**src/llc_pkg.sv**
```systemverilog
package llc_pkg;

   typedef logic [31:0] word_t;
   typedef logic [3:0]  rem_t;
   typedef logic [2:0]  flag_t;
   typedef logic [31:0] len_t;
   typedef logic [9:0]  task_t;

   // Job header layout
   localparam int HDR_WORDS = 8;
   localparam int FLAG_WORD = 4;
   localparam int LEN_WORD  = 5;
   localparam int TASK_WORD = 6;

   // A set bit in a remainder code marks an unused lane
   localparam rem_t REM_4B = 4'b0000;
   localparam rem_t REM_3B = 4'b0001;
   localparam rem_t REM_2B = 4'b0011;
   localparam rem_t REM_1B = 4'b0111;

   localparam word_t CRC_POLY = 32'h04C1_1DB7;
   localparam word_t CRC_INIT = 32'hFFFF_FFFF;

   // Valid bytes in a word
   function automatic logic [2:0] rem_bytes(input rem_t r);
      case (r)
         REM_3B:  return 3'd3;
         REM_2B:  return 3'd2;
         REM_1B:  return 3'd1;
         default: return 3'd4;
      endcase
   endfunction

   function automatic word_t rem_mask(input word_t d, input rem_t r);
      case (r)
         REM_3B:  return {d[31:8], 8'h00};
         REM_2B:  return {d[31:16], 16'h0000};
         REM_1B:  return {d[31:24], 24'h00_0000};
         default: return d;
      endcase
   endfunction

   // One MSB-first CRC-32 step over a full word
   function automatic word_t crc_step(input word_t c, input word_t d);
      word_t n;
      n = c;
      for (int i = 31; i >= 0; i--) begin
         if (n[31] ^ d[i]) begin
            n = {n[30:0], 1'b0} ^ CRC_POLY;
         end else begin
            n = {n[30:0], 1'b0};
         end
      end
      return n;
   endfunction

endpackage

```
**src/llc_ifs.sv**
```systemverilog
`timescale 1ns/10ps

// Payload words from decoder to engine
interface llc_pay_if;
   logic           wr;
   llc_pkg::word_t data;
   llc_pkg::rem_t  rem;
   logic           last;
   logic           room;

   modport source (output wr, data, rem, last, input room);
   modport sink   (input wr, data, rem, last, output room);
endinterface

// Job fields from decoder to builder
interface llc_job_if;
   logic           start;
   llc_pkg::flag_t flags;
   llc_pkg::len_t  len;
   llc_pkg::task_t task_idx;
   logic           done;

   modport source (output start, flags, len, task_idx, input done);
   modport sink   (input start, flags, len, task_idx, output done);
endinterface

// Buffered payload and totals from engine to builder
interface llc_drain_if;
   llc_pkg::word_t data;
   llc_pkg::rem_t  rem;
   logic           last;
   logic           avail;
   llc_pkg::len_t  byte_cnt;
   llc_pkg::word_t crc;
   logic           pop;

   modport source (output data, rem, last, avail, byte_cnt, crc, input pop);
   modport sink   (input data, rem, last, avail, byte_cnt, crc, output pop);
endinterface

```
**src/llc_header_decoder.sv**
```systemverilog
`timescale 1ns/10ps

module llc_header_decoder (
   input  logic           clk,
   input  logic           rst_n,
   input  llc_pkg::word_t tx_d_i,
   input  llc_pkg::rem_t  tx_rem_i,
   input  logic           tx_sof_n_i,
   input  logic           tx_sop_n_i,
   input  logic           tx_eop_n_i,
   input  logic           tx_eof_n_i,
   input  logic           tx_src_rdy_n_i,
   output logic           tx_dst_rdy_n_o,
   llc_pay_if.source      pay,
   llc_job_if.source      job
);

   localparam int CW = $clog2(llc_pkg::HDR_WORDS);

   typedef enum logic [1:0] {IDLE, HEADER, PAYLOAD, WAIT_DONE} state_t;

   state_t        state;
   logic [CW-1:0] hdr_cnt;
   logic          armed;
   logic          accept;
   logic          early_pay;

   assign tx_dst_rdy_n_o = !(armed && pay.room && state != WAIT_DONE);
   assign accept = !tx_src_rdy_n_i && !tx_dst_rdy_n_o;

   // Start-of-payload inside the header cuts it short
   assign early_pay = (state == HEADER) && !tx_sop_n_i;

   assign pay.wr   = accept && (state == PAYLOAD || early_pay);
   assign pay.data = tx_d_i;
   assign pay.rem  = tx_rem_i;
   assign pay.last = !tx_eop_n_i || !tx_eof_n_i;

   always_ff @(posedge clk) begin
      if (!rst_n) begin
         state     <= IDLE;
         hdr_cnt   <= '0;
         armed     <= 1'b0;
         job.start <= 1'b0;
      end else begin
         armed     <= 1'b1;
         job.start <= 1'b0;
         if (accept) begin
            case (state)
               IDLE: begin
                  if (!tx_sof_n_i) begin
                     state   <= HEADER;
                     hdr_cnt <= CW'(1);
                  end
               end
               HEADER: begin
                  if (early_pay) begin
                     job.start <= (hdr_cnt <= CW'(llc_pkg::TASK_WORD));
                     state     <= pay.last ? WAIT_DONE : PAYLOAD;
                  end else begin
                     hdr_cnt   <= hdr_cnt + CW'(1);
                     job.start <= (hdr_cnt == CW'(llc_pkg::TASK_WORD));
                     if (hdr_cnt == CW'(llc_pkg::HDR_WORDS - 1)) begin
                        state <= PAYLOAD;
                     end
                  end
               end
               PAYLOAD: begin
                  if (pay.last) begin
                     state <= WAIT_DONE;
                  end
               end
               default: ;
            endcase
         end
         if (state == WAIT_DONE && job.done) begin
            state <= IDLE;
         end
      end
   end

   // Header fields
   always_ff @(posedge clk) begin
      if (accept && state == HEADER && tx_sop_n_i) begin
         if (hdr_cnt == CW'(llc_pkg::FLAG_WORD)) begin
            job.flags <= tx_d_i[31:29];
         end
         if (hdr_cnt == CW'(llc_pkg::LEN_WORD)) begin
            job.len <= tx_d_i;
         end
         if (hdr_cnt == CW'(llc_pkg::TASK_WORD)) begin
            job.task_idx <= tx_d_i[9:0];
         end
      end
   end

endmodule

```
**src/llc_payload_engine.sv**
```systemverilog
`timescale 1ns/10ps

module llc_payload_engine #(
   parameter int FIFO_DEPTH = 8
) (
   input logic         clk,
   input logic         rst_n,
   llc_pay_if.sink     pay,
   llc_drain_if.source drain
);

   localparam int AW = $clog2(FIFO_DEPTH);

   llc_pkg::word_t        mem_data [FIFO_DEPTH];
   llc_pkg::rem_t         mem_rem  [FIFO_DEPTH];
   logic [FIFO_DEPTH-1:0] mem_last;
   logic [AW:0]           wr_ptr;
   logic [AW:0]           rd_ptr;
   llc_pkg::rem_t         eff_rem;
   llc_pkg::word_t        masked;
   llc_pkg::len_t         byte_cnt;
   llc_pkg::word_t        crc;
   logic                  restart;

   // Remainder only counts on the last word
   assign eff_rem = pay.last ? pay.rem : llc_pkg::REM_4B;
   assign masked  = llc_pkg::rem_mask(pay.data, eff_rem);

   // Extra pointer bit tells full from empty
   assign pay.room    = !((wr_ptr[AW] != rd_ptr[AW]) &&
                          (wr_ptr[AW-1:0] == rd_ptr[AW-1:0]));
   assign drain.avail = (wr_ptr != rd_ptr);

   assign drain.data     = mem_data[rd_ptr[AW-1:0]];
   assign drain.rem      = mem_rem[rd_ptr[AW-1:0]];
   assign drain.last     = mem_last[rd_ptr[AW-1:0]];
   assign drain.byte_cnt = byte_cnt;
   assign drain.crc      = crc;

   always_ff @(posedge clk) begin
      if (!rst_n) begin
         wr_ptr <= '0;
         rd_ptr <= '0;
      end else begin
         if (pay.wr) begin
            wr_ptr <= wr_ptr + 1'b1;
         end
         if (drain.pop) begin
            rd_ptr <= rd_ptr + 1'b1;
         end
      end
   end

   always_ff @(posedge clk) begin
      if (pay.wr) begin
         mem_data[wr_ptr[AW-1:0]] <= masked;
         mem_rem[wr_ptr[AW-1:0]]  <= eff_rem;
         mem_last[wr_ptr[AW-1:0]] <= pay.last;
      end
   end

   // Frame totals held until the next frame begins
   always_ff @(posedge clk) begin
      if (!rst_n) begin
         restart <= 1'b1;
      end else if (pay.wr) begin
         restart <= pay.last;
      end
   end

   always_ff @(posedge clk) begin
      if (pay.wr) begin
         byte_cnt <= (restart ? '0 : byte_cnt) +
                     llc_pkg::len_t'(llc_pkg::rem_bytes(eff_rem));
         crc      <= llc_pkg::crc_step(restart ? llc_pkg::CRC_INIT : crc, masked);
      end
   end

endmodule

```
**src/llc_completion_builder.sv**
```systemverilog
`timescale 1ns/10ps

module llc_completion_builder (
   input  logic           clk,
   input  logic           rst_n,
   llc_drain_if.sink      drain,
   llc_job_if.sink        job,
   output llc_pkg::word_t rx_d_o,
   output llc_pkg::rem_t  rx_rem_o,
   output logic           rx_sof_n_o,
   output logic           rx_sop_n_o,
   output logic           rx_eop_n_o,
   output logic           rx_eof_n_o,
   output logic           rx_src_rdy_n_o,
   input  logic           rx_dst_rdy_n_i
);

   typedef enum logic [2:0] {IDLE, PAYLOAD, STATUS, LENGTH, TASK, CRC} state_t;

   state_t         state;
   state_t         state_d;
   logic           first;
   logic           taken;
   logic           can_load;
   logic           load;
   llc_pkg::word_t ld_data;
   llc_pkg::rem_t  ld_rem;
   logic           ld_first;
   logic           ld_eop;
   logic           ld_eof;
   logic           match;

   assign taken    = !rx_src_rdy_n_o && !rx_dst_rdy_n_i;
   assign can_load = rx_src_rdy_n_o || taken;
   assign match    = (drain.byte_cnt == job.len);

   always_comb begin
      state_d  = state;
      load     = 1'b0;
      ld_data  = '0;
      ld_rem   = llc_pkg::REM_4B;
      ld_first = 1'b0;
      ld_eop   = 1'b0;
      ld_eof   = 1'b0;
      case (state)
         IDLE: begin
            if (job.start) begin
               state_d = PAYLOAD;
            end
         end
         PAYLOAD: begin
            if (can_load && drain.avail) begin
               load     = 1'b1;
               ld_data  = drain.data;
               ld_rem   = drain.rem;
               ld_first = first;
               ld_eop   = drain.last;
               if (drain.last) begin
                  state_d = STATUS;
               end
            end
         end
         STATUS: begin
            load    = can_load;
            ld_data = {job.flags, match, 28'd0};
            state_d = can_load ? LENGTH : STATUS;
         end
         LENGTH: begin
            load    = can_load;
            ld_data = drain.byte_cnt;
            state_d = can_load ? TASK : LENGTH;
         end
         TASK: begin
            load    = can_load;
            ld_data = {22'd0, job.task_idx};
            state_d = can_load ? CRC : TASK;
         end
         CRC: begin
            load    = can_load;
            ld_data = drain.crc;
            ld_eof  = 1'b1;
            state_d = can_load ? IDLE : CRC;
         end
         default: state_d = IDLE;
      endcase
   end

   assign drain.pop = load && (state == PAYLOAD);
   assign job.done  = taken && !rx_eof_n_o;

   always_ff @(posedge clk) begin
      if (!rst_n) begin
         state          <= IDLE;
         first          <= 1'b0;
         rx_src_rdy_n_o <= 1'b1;
         rx_sof_n_o     <= 1'b1;
         rx_sop_n_o     <= 1'b1;
         rx_eop_n_o     <= 1'b1;
         rx_eof_n_o     <= 1'b1;
      end else begin
         state <= state_d;
         if (job.start) begin
            first <= 1'b1;
         end else if (drain.pop) begin
            first <= 1'b0;
         end
         if (load) begin
            rx_src_rdy_n_o <= 1'b0;
            rx_sof_n_o     <= !ld_first;
            rx_sop_n_o     <= !ld_first;
            rx_eop_n_o     <= !ld_eop;
            rx_eof_n_o     <= !ld_eof;
         end else if (taken) begin
            // Drop framing once the word is gone with nothing new
            rx_src_rdy_n_o <= 1'b1;
            rx_sof_n_o     <= 1'b1;
            rx_sop_n_o     <= 1'b1;
            rx_eop_n_o     <= 1'b1;
            rx_eof_n_o     <= 1'b1;
         end
      end
   end

   always_ff @(posedge clk) begin
      if (load) begin
         rx_d_o   <= ld_data;
         rx_rem_o <= ld_rem;
      end
   end

endmodule

```
**src/llc_copy_unit.sv**
```systemverilog
`timescale 1ns/10ps

module llc_copy_unit #(
   parameter int FIFO_DEPTH = 8
) (
   input  logic           clk,
   input  logic           rst_n,
   input  llc_pkg::word_t tx_d_i,
   input  llc_pkg::rem_t  tx_rem_i,
   input  logic           tx_sof_n_i,
   input  logic           tx_eof_n_i,
   input  logic           tx_sop_n_i,
   input  logic           tx_eop_n_i,
   input  logic           tx_src_rdy_n_i,
   output logic           tx_dst_rdy_n_o,
   output llc_pkg::word_t rx_d_o,
   output llc_pkg::rem_t  rx_rem_o,
   output logic           rx_sof_n_o,
   output logic           rx_eof_n_o,
   output logic           rx_sop_n_o,
   output logic           rx_eop_n_o,
   output logic           rx_src_rdy_n_o,
   input  logic           rx_dst_rdy_n_i
);

   llc_pay_if   pay_if ();
   llc_job_if   job_if ();
   llc_drain_if drain_if ();

   llc_header_decoder u_decode (
      .clk            (clk),
      .rst_n          (rst_n),
      .tx_d_i         (tx_d_i),
      .tx_rem_i       (tx_rem_i),
      .tx_sof_n_i     (tx_sof_n_i),
      .tx_sop_n_i     (tx_sop_n_i),
      .tx_eop_n_i     (tx_eop_n_i),
      .tx_eof_n_i     (tx_eof_n_i),
      .tx_src_rdy_n_i (tx_src_rdy_n_i),
      .tx_dst_rdy_n_o (tx_dst_rdy_n_o),
      .pay            (pay_if),
      .job            (job_if)
   );

   llc_payload_engine #(
      .FIFO_DEPTH (FIFO_DEPTH)
   ) u_execute (
      .clk   (clk),
      .rst_n (rst_n),
      .pay   (pay_if),
      .drain (drain_if)
   );

   llc_completion_builder u_result (
      .clk            (clk),
      .rst_n          (rst_n),
      .drain          (drain_if),
      .job            (job_if),
      .rx_d_o         (rx_d_o),
      .rx_rem_o       (rx_rem_o),
      .rx_sof_n_o     (rx_sof_n_o),
      .rx_sop_n_o     (rx_sop_n_o),
      .rx_eop_n_o     (rx_eop_n_o),
      .rx_eof_n_o     (rx_eof_n_o),
      .rx_src_rdy_n_o (rx_src_rdy_n_o),
      .rx_dst_rdy_n_i (rx_dst_rdy_n_i)
   );

endmodule

```
**config.mk**
```make
export PLATFORM = sky130hd
export DESIGN_NAME = llc_copy_unit
export DESIGN_NICKNAME = d
export VERILOG_FILES = /design/src/llc_pkg.sv /design/src/llc_ifs.sv /design/src/llc_header_decoder.sv /design/src/llc_payload_engine.sv /design/src/llc_completion_builder.sv /design/src/llc_copy_unit.sv
export SDC_FILE = /design/constraint.sdc
export NUM_CORES = 1
export LEC_CHECK = 0
export BUFFER_PORTS_ARGS = -buffer_cell sky130_fd_sc_hd__clkbuf_2
export CAP_MARGIN = 0
export CORE_MARGIN = 5
export CORE_UTILIZATION = 55
export DETAILED_ROUTE_END_ITERATION = 6
export PLACE_DENSITY = 0.79
export SETUP_SLACK_MARGIN = 0.15
export SYNTH_ARGS = -nofsm -noshare
export SYNTH_HDL_FRONTEND = slang
export SYNTH_SLANG_ARGS = --single-unit
```
**constraint.sdc**
```tcl
create_clock -name clk -period 10 [get_ports clk]
set_clock_uncertainty 0.1 [all_clocks]
set_input_delay 3 -clock clk [delete_from_list [all_inputs] [get_ports clk]]
set_output_delay 3 -clock clk [all_outputs]
set_load 0.01 [all_outputs]
```
==> impl_results.md, run 1 <==
- Fin crit share: 0.708
- Maxcap violations: 0
- Synth area leader: edfxtp_1
- Setup crit end kind: flip-flop
- Tmin final: 7.08 ns
- Worst EP required: around 10 ns
- F_max: roughly 140 MHz
- Area grow syn2layout: 11.7%
- Post-synth ARST share: 0
- Drt pass-1 iters: 7
- Finished Layout Cells: 2076
- Syn Std Cell Area: 22600 sq um
- Max FO, Critical Path: 11
- Outcome: complete, but fails checks
- # fillers: 2930
- Wire length per cell: 27.7 um
- Setup TNS Final: 0 ns
- WS Path Type: in -> reg
- TritonCTS Buffers: 47
- Placed wire-length estimate: between 30 and 40 mm
- Critical Path Max Stage Delay: 0.65 ns
- GP Congestion: between 0.9 and 1
- Port Buffers: 85
- VDD IR max: 0.000436 V
- Placed cell areas: 23600 sq um
- First-pass GRT wire length: approximately 85 mm
- Row count: 74
- Vias in the first global route: 13.0k
- Most common cell in the netlist: edfxtp_1
- Slew margin rel.: 0.231
- Avg Cell Area, Syn: 15.8 sq um
- Synth top area cells: edfxtp_1, xnor2_1, mux4_2
- Setup Viol. Count Final: 0
- RSZ-0062 raised after global routing: no
- YS warnings: 0
- Largest net degree at the start of global routing: between 60 and 70
- CTS tree: done
- Hold bufs inserted after CTS: 0
- Remaining DRCs: 15
- Routed vias/inst: ~6
- Horiz. Die Dim: approximately 210 um
- Hold EP: u_result.first$_SDFFE_PN0P_
- Distinct cells, synth: 60
- DIE AREA: 45200 sq um
- Postcts setup bufs: 0
- Worst-path clk slew: 0.06 ns
- Final net count: 1567
- Crit path launch type: primary input
- Slowest CP cell: nor4bb_1
- Grt total ovfl: 0
- Tot Pwr: 0.00956 W
- Fin area: 25200 sq um
- Type of the worst min-delay path: reg -> reg
- Crit-path cells: clkbuf_2 > nand2_1 > and2_1 > or3_1 > o21ai_0 > ha_1 > a21o_1 > a21oi_1 > nor4bb_1 > and2_1 > and3_1 > nor2b_1 > nand3b_1 > or3_1 > a21oi_1
- HP Start: u_decode.job.start$_SDFF_PN0_
- Post-Synthesis Cells: 1423
- FF-to-FF Start: u_execute.drain.crc[26]$_DFFE_PP_
- Syn Nets: 1483
- R2R cell count: 10
- Primary FF master, synth: edfxtp_1
- Top post-synthesis cells by count: edfxtp_1, xnor2_1, nor2_1
- Placed Cells: 1990
- Slew Viols, Final: 0
- Clk_lat worst skew: 0.59 ns
- Initial antenna violation count: 0
- DR iter-0 viols: 1780
- DRT Wirelength: between 50 and 60 mm
- Fin. Hold Viols: 0
- Crit path DAT: around 7.4 ns
- Boundary Pins: 86
- Core Util, Final: 0.619
- Post-route ant nets: 0
- GRT Util Overall: 0.257
- Leak: 8.36 nW
- Die Span Y: 212 um
- CTS Root Cell: clkbuf_16
- Failing checks: design-rule violations
- Layout cell share with drive strength beyond 1: 0.216
- Core Box Area: about 40000 sq um
- Area share of the leading cell type in the synthesized netlist: 0.587
- Seq cells post-synth: 468
- Number of gates resized after CTS: 0
- PwrDens: 379 nW/um^2
- Register area share after synthesis: 0.611
- Number of H-tree levels: 2
- Post-synth EDFFs: 441
- FF-to-FF End: u_execute.drain.crc[16]$_DFFE_PP_
- Maximum buffer depth of the clock tree: 3
- Total number of vias: 12.8k
- # clock sinks: 468
- Worst Hold Depth: 1
- Worst slew pin tran: 1.15 ns
- R2R Setup Slk: ~5.0 ns
- Initial Util: 0.554
[registers in the layout, indices dropped and copies added (netlist names), 4 cells and up, named ones only]
signal and flops:
u_decode.job.len 32, u_decode.job.task_idx 10, u_execute.drain.byte_cnt 32, u_execute.drain.crc 32, u_execute.mem_data 256, u_execute.mem_last 8, u_execute.mem_rem 32, u_execute.rd_ptr 4
u_execute.wr_ptr 4, u_result.rx_d_o 32, u_result.rx_rem_o 4
[worst max path at each step]
stage	cells after the start	end	startpoint	slack [ns]
2_1_floorplan	5	u_execute.mem_data[6][0]$_DFFE_PP_	tx_sop_n_i	1.60
3_3_place_gp	11	u_execute.drain.crc[12]$_DFFE_PP_	tx_eop_n_i	2.57
3_5_place_dp	11	u_execute.drain.crc[12]$_DFFE_PP_	tx_eop_n_i	2.46
4_1_cts	11	u_execute.drain.crc[14]$_DFFE_PP_	tx_eop_n_i	3.06
5_1_grt	18	u_execute.drain.byte_cnt[30]$_DFFE_PP_	tx_eop_n_i	2.64
6_report	15	u_execute.drain.byte_cnt[31]$_DFFE_PP_	tx_eop_n_i	2.92
[worst max-delay path, delay by kind of cell]
kind / cells / cell delay, ns
AO/OA/AOI/OAI: 4 / 0.72
adder cells (fa/ha/maj): 1 / 0.24
buffers and inverters: 1 / 0.13
AND/OR/NAND/NOR: 9 / 3.32
[cells by family (layout without fill, tap and decap cells)]
group | count (synthesis) | count (layout) | share of synthesized area
mux | 127 | 127 | 0.0999
fa+ha+maj | 16 | 16 | 0.00921
compound gates | 94 | 94 | 0.0321
xor+xnor | 357 | 357 | 0.173
buf+inv | 94 | 214 | 0.0166
simple gates | 267 | 267 | 0.0582
flops | 468 | 468 | 0.611
other cells | 0 | 1 | 0
[stage by stage]
step                worst slack [ns]  hold WS (ns)
global placement                2.57         0.378
global route                    2.64         0.409
detailed placement              2.46         0.378
finish                          2.92         0.393
CTS                             3.06         0.392
floorplan                       1.60         0.341
[per-layer routing]
layer,share of wire,track usage,wire [um],vias to the layer above
met3,0.085,0.0425,4900,129
met4,0.035,0.0883,2010,0
li1,-,-,-,5502
met1,0.39,0.350,22400,6517
met5,0,0,0,-
met2,0.49,0.424,28200,692
[cell usage in the layout (no fill, tap or decap), types with 19 or more instances in the layout]
cell type  count
xor2_1        85
clkbuf_2      85
mux2_2        45
dfxtp_1       23
inv_1         24
nand2_1       42
clkbuf_16     48
xnor2_1      214
and2_1        25
xnor3_1       30
mux4_2        74
nor2_1        91
a222oi_1      31
buf_4         19
edfxtp_1     441
[power breakdown]
| part | switching (W) | total, W | internal, W |
|---|---|---|---|
| clock network | 0.000740 | 0.00187 | 0.00113 |
| logic | 0.00245 | 0.00493 | 0.00247 |
| registers | 0.0000582 | 0.00276 | 0.00270 |
| total | 0.00325 | 0.00956 | 0.00630 |
[layout make-up]
class                   count  area, sq um  area share
diodes                      1         2.50   0.0000993
clock buffers              58         1260      0.0499
clock inverters            27          369      0.0146
inverters                  25         93.8     0.00372
multi-input cells         861         8450       0.335
flip-flops and latches    468        13800       0.547
well taps                 532          666      0.0264
repair buffers            104          568      0.0225
Note: power is estimated with default switching activity, not from simulation.
==> run 2: changes to the inputs <==
Settings changed: ABC_AREA set to 1.
Clock period 10 ns to 7.3 ns, I/O delays scaled along.
==> run 2 against run 1 <==
Compared with the run above: the flow still finishes with violations (design-rule violations); sequential power up 12%; sequential share of layout area is 3.4 points lower; global-route usage is 4.1 points higher; combinational power down 52%.
==> impl_results.md, run 2 <==
- Outcome: complete, but fails checks (unchanged)
- Failing checks: design-rule violations (unchanged)
- Initial antenna violation count: 2 (was 0)
- Tmin final: 5.86 ns
- YS warnings: 0 (unchanged)
- Final net count: 2706 (was 1567)
- CP top delay family: simple AND/OR/NAND/NOR gates (unchanged)
- GP Congestion: 0.989 (was 0.925)
- Syn Std Cell Area: 24400 sq um (was 22600 sq um)
- Fin Hold WS: 0.403 ns (was 0.393 ns)
- Row count: 77 (was 74)
- # clock sinks: 468 (unchanged)
- Core Box Area: 44000 sq um (was 40700 sq um)
- Maxcap violations: 0 (unchanged)
- Commonest non-fill, non-tap cell in the layout: nand2_1 (was edfxtp_1)
- Total number of vias: 19.2k (was 12.8k)
- Max FO, Critical Path: 14 (was 11)
- DRT Wirelength: 72.9 mm (was 57.5 mm)
- Synth area leader: edfxtp_1 (unchanged)
- Area grow syn2layout: 10.4% (was 11.7%)
- Die Span Y: 220 um (was 212 um)
- Post-synth EDFFs: 441 (unchanged)
- Met3 WL: 6.64 mm (was 4.90 mm)
- Clk_lat worst skew: 0.57 ns (was 0.59 ns)
- Remaining DRCs: 1 (was 15)
- Most frequent cells in the layout: nand2_1, edfxtp_1, inv_1, nor2_1, nand3_1 (was edfxtp_1, xnor2_1, nor2_1, xor2_1, clkbuf_2)
- Hold bufs inserted after CTS: 0 (unchanged)
- Postcts setup bufs: 0 (unchanged)
- Worst Path Buf+Inv: 6 (was 1)
- WS Path Type: in -> reg (unchanged)
- Post-synth ARST share: 0 (unchanged)
- Avg Cell Area, Syn: 9.48 sq um (was 15.8 sq um)
- Post-Synthesis Cells: 2571 (was 1423)
- DR iter-0 viols: 2306 (was 1780)
- Placed wire-length estimate: 52.1 mm (was 37.9 mm)
- Vias in the first global route: 18.2k (was 13.0k)
- CTS tree: done (unchanged)
- Primary FF master, synth: edfxtp_1 (unchanged)
- DIE AREA: 48600 sq um (was 45200 sq um)
- Slew margin rel.: 0.302 (was 0.231)
- Critical Path Max Stage Delay: 0.56 ns (was 0.65 ns)
- Drt pass-1 iters: 7 (unchanged)
- Slew Viols, Final: 0 (unchanged)
- Register area share after synthesis: 0.566 (was 0.611)
- Fin. Hold Viols: 0 (unchanged)
- Initial Util: 0.553 (was 0.554)
- Worst-path clk slew: 0.06 ns (about the same)
- VDD IR max: 0.000232 V (was 0.000436 V)
- Slowest CP cell: nor2_1 (was nor4bb_1)
- Crit path launch type: primary input (unchanged)
- Distinct cells, synth: 52 (was 60)
- F_max: 171 MHz
- Port Buffers: 85 (unchanged)
- Syn Nets: 2631 (was 1483)
- Setup TNS Final: 0 ns (unchanged)
- RSZ-0062 raised after global routing: no (unchanged)
- Top Metal Used: met5 (was met4)
- Synth top area cells: edfxtp_1, nand2_1, xor2_1 (was edfxtp_1, xnor2_1, mux4_2)
- Boundary Pins: 86 (unchanged)
- Most common cell in the netlist: nand2_1 (was edfxtp_1)
- GRT Util Overall: 0.298 (was 0.257)
- TritonCTS Buffers: 45 (was 47)
- Fin crit share: 0.802
- Crit path top cell by count: nand2_1
- Largest net degree at the start of global routing: 97 (was 68)
- Setup Viol. Count Final: 0 (unchanged)
- Top post-synthesis cells by count: nand2_1, edfxtp_1, inv_1 (was edfxtp_1, xnor2_1, nor2_1)
- Worst slew pin tran: 1.04 ns (was 1.15 ns)
- Setup crit end kind: flip-flop (unchanged)
- Post-route ant nets: 0 (unchanged)
- Horiz. Die Dim: 220 um (was 212 um)
- PwrDens: 286 nW/um^2 (was 379 nW/um^2)
- Area share of the leading cell type in the synthesized netlist: 0.544 (was 0.587)
- CTS Root Cell: clkbuf_16 (unchanged)
- Wire length per cell: 22.3 um (was 27.7 um)
- Wire length on met2: 34.2 mm (was 28.2 mm)
- Type of the worst min-delay path: reg -> reg (unchanged)
- Seq cells post-synth: 468 (unchanged)
- Leak: 10.7 nW (was 8.36 nW)
- Number of gates resized after CTS: 0 (unchanged)
- Worst EP required: 7.53 ns (was 10.32 ns)
- First-pass GRT wire length: 109 mm (was 85.0 mm)
- Layout cell share with drive strength beyond 1: 0.123 (was 0.216)
- Routed vias/inst: 5.87 (was 6.18)
- ANT cells: 0 (was 1)
- Number of H-tree levels: 2 (unchanged)
- Grt total ovfl: 0 (unchanged)
- Crit path DAT: 6.08 ns (was 7.40 ns)
- Maximum buffer depth of the clock tree: 3 (unchanged)
- Routed length on met1: 27.9 mm (was 22.4 mm)
- Largest register FFs: 256 (unchanged)
run 2: report_power, final:
group | leakage [nW] | internal [W] | switching [W]
Clock | 0.701 | 0.00126 | 0.000998
Combinational | 5.77 | 0.000708 | 0.00165
Sequential | 4.21 | 0.00307 | 0.0000164
run 2: routing by layer:
layer	vias to the layer above	global-route usage
met2	1016	0.487
met1	9156	0.393
li1	8847	-
met3	188	0.0409
met5	-	0
met4	2	0.149
run 2: logic make-up after synthesis:
family                     share of synthesized area
and+or+nand+nor                                0.232
DFF                                            0.566
buffers and inverters                         0.0500
AOI/OAI and AO/OA                             0.0797
xor gates and xnor gates                      0.0638
adders and majority gates                    0.00853
run 2: worst paths after layout:
path / slack [ns] / end / start / cells after the start
setup / recovery: 1.44 / u_execute.drain.crc[17]$_DFFE_PP_ / tx_eop_n_i / 25
hold / removal: 0.40 / u_result.first$_SDFFE_PN0P_ / u_result.first$_SDFFE_PN0P_ / 2
setup reg to reg: 2.63 / u_execute.drain.crc[17]$_DFFE_PP_ / u_execute.restart$_SDFFE_PN1P_ / 22
hold reg to reg: 0.40 / u_result.first$_SDFFE_PN0P_ / u_result.first$_SDFFE_PN0P_ / 2
run 2: cell type report:
class,instances,area [sq um]
Clock inverter,20,151
Inverter,231,868
Timing Repair Buffer,108,598
Tap cell,592,741
Fill cell,3513,17100
Sequential cell,468,13800
Multi-Input combinational cell,1792,9470
Clock buffer,64,1270
run 2: worst register-to-register path, stage by stage (launching register included):
cell	delay, ns
dfxtp_2	0.44
buf_4	0.59
nor2_2	0.16
nand2_1	0.12
nand2_2	0.17
nand2_1	0.12
nand3_1	0.11
nand2_1	0.12
nand2_1	0.07
nand2_1	0.33
nand2_1	0.15
nand2_2	0.23
xor2_1	0.34
inv_1	0.17
nand2_1	0.09
nand2_1	0.10
xor2_1	0.49
xor2_1	0.19
nand2_1	0.08
nand2_1	0.08
nand2_1	0.04
nand2_1	0.09
inv_1	0.05
run 2: metrics by stage:
stage	setup WS (ns)	utilization	total power [W]	cells	instance area, sq um
after floorplan	0.367	-	0.00481	2571	24400
after global placement	1.03	0.579	0.00543	3191	25500
after detailed placement	0.955	0.579	0.00547	3191	25500
after CTS	1.55	0.611	0.00768	3275	26900
after global routing	1.14	0.611	0.00806	3275	26900
final	1.44	0.611	0.00769	3275	26900
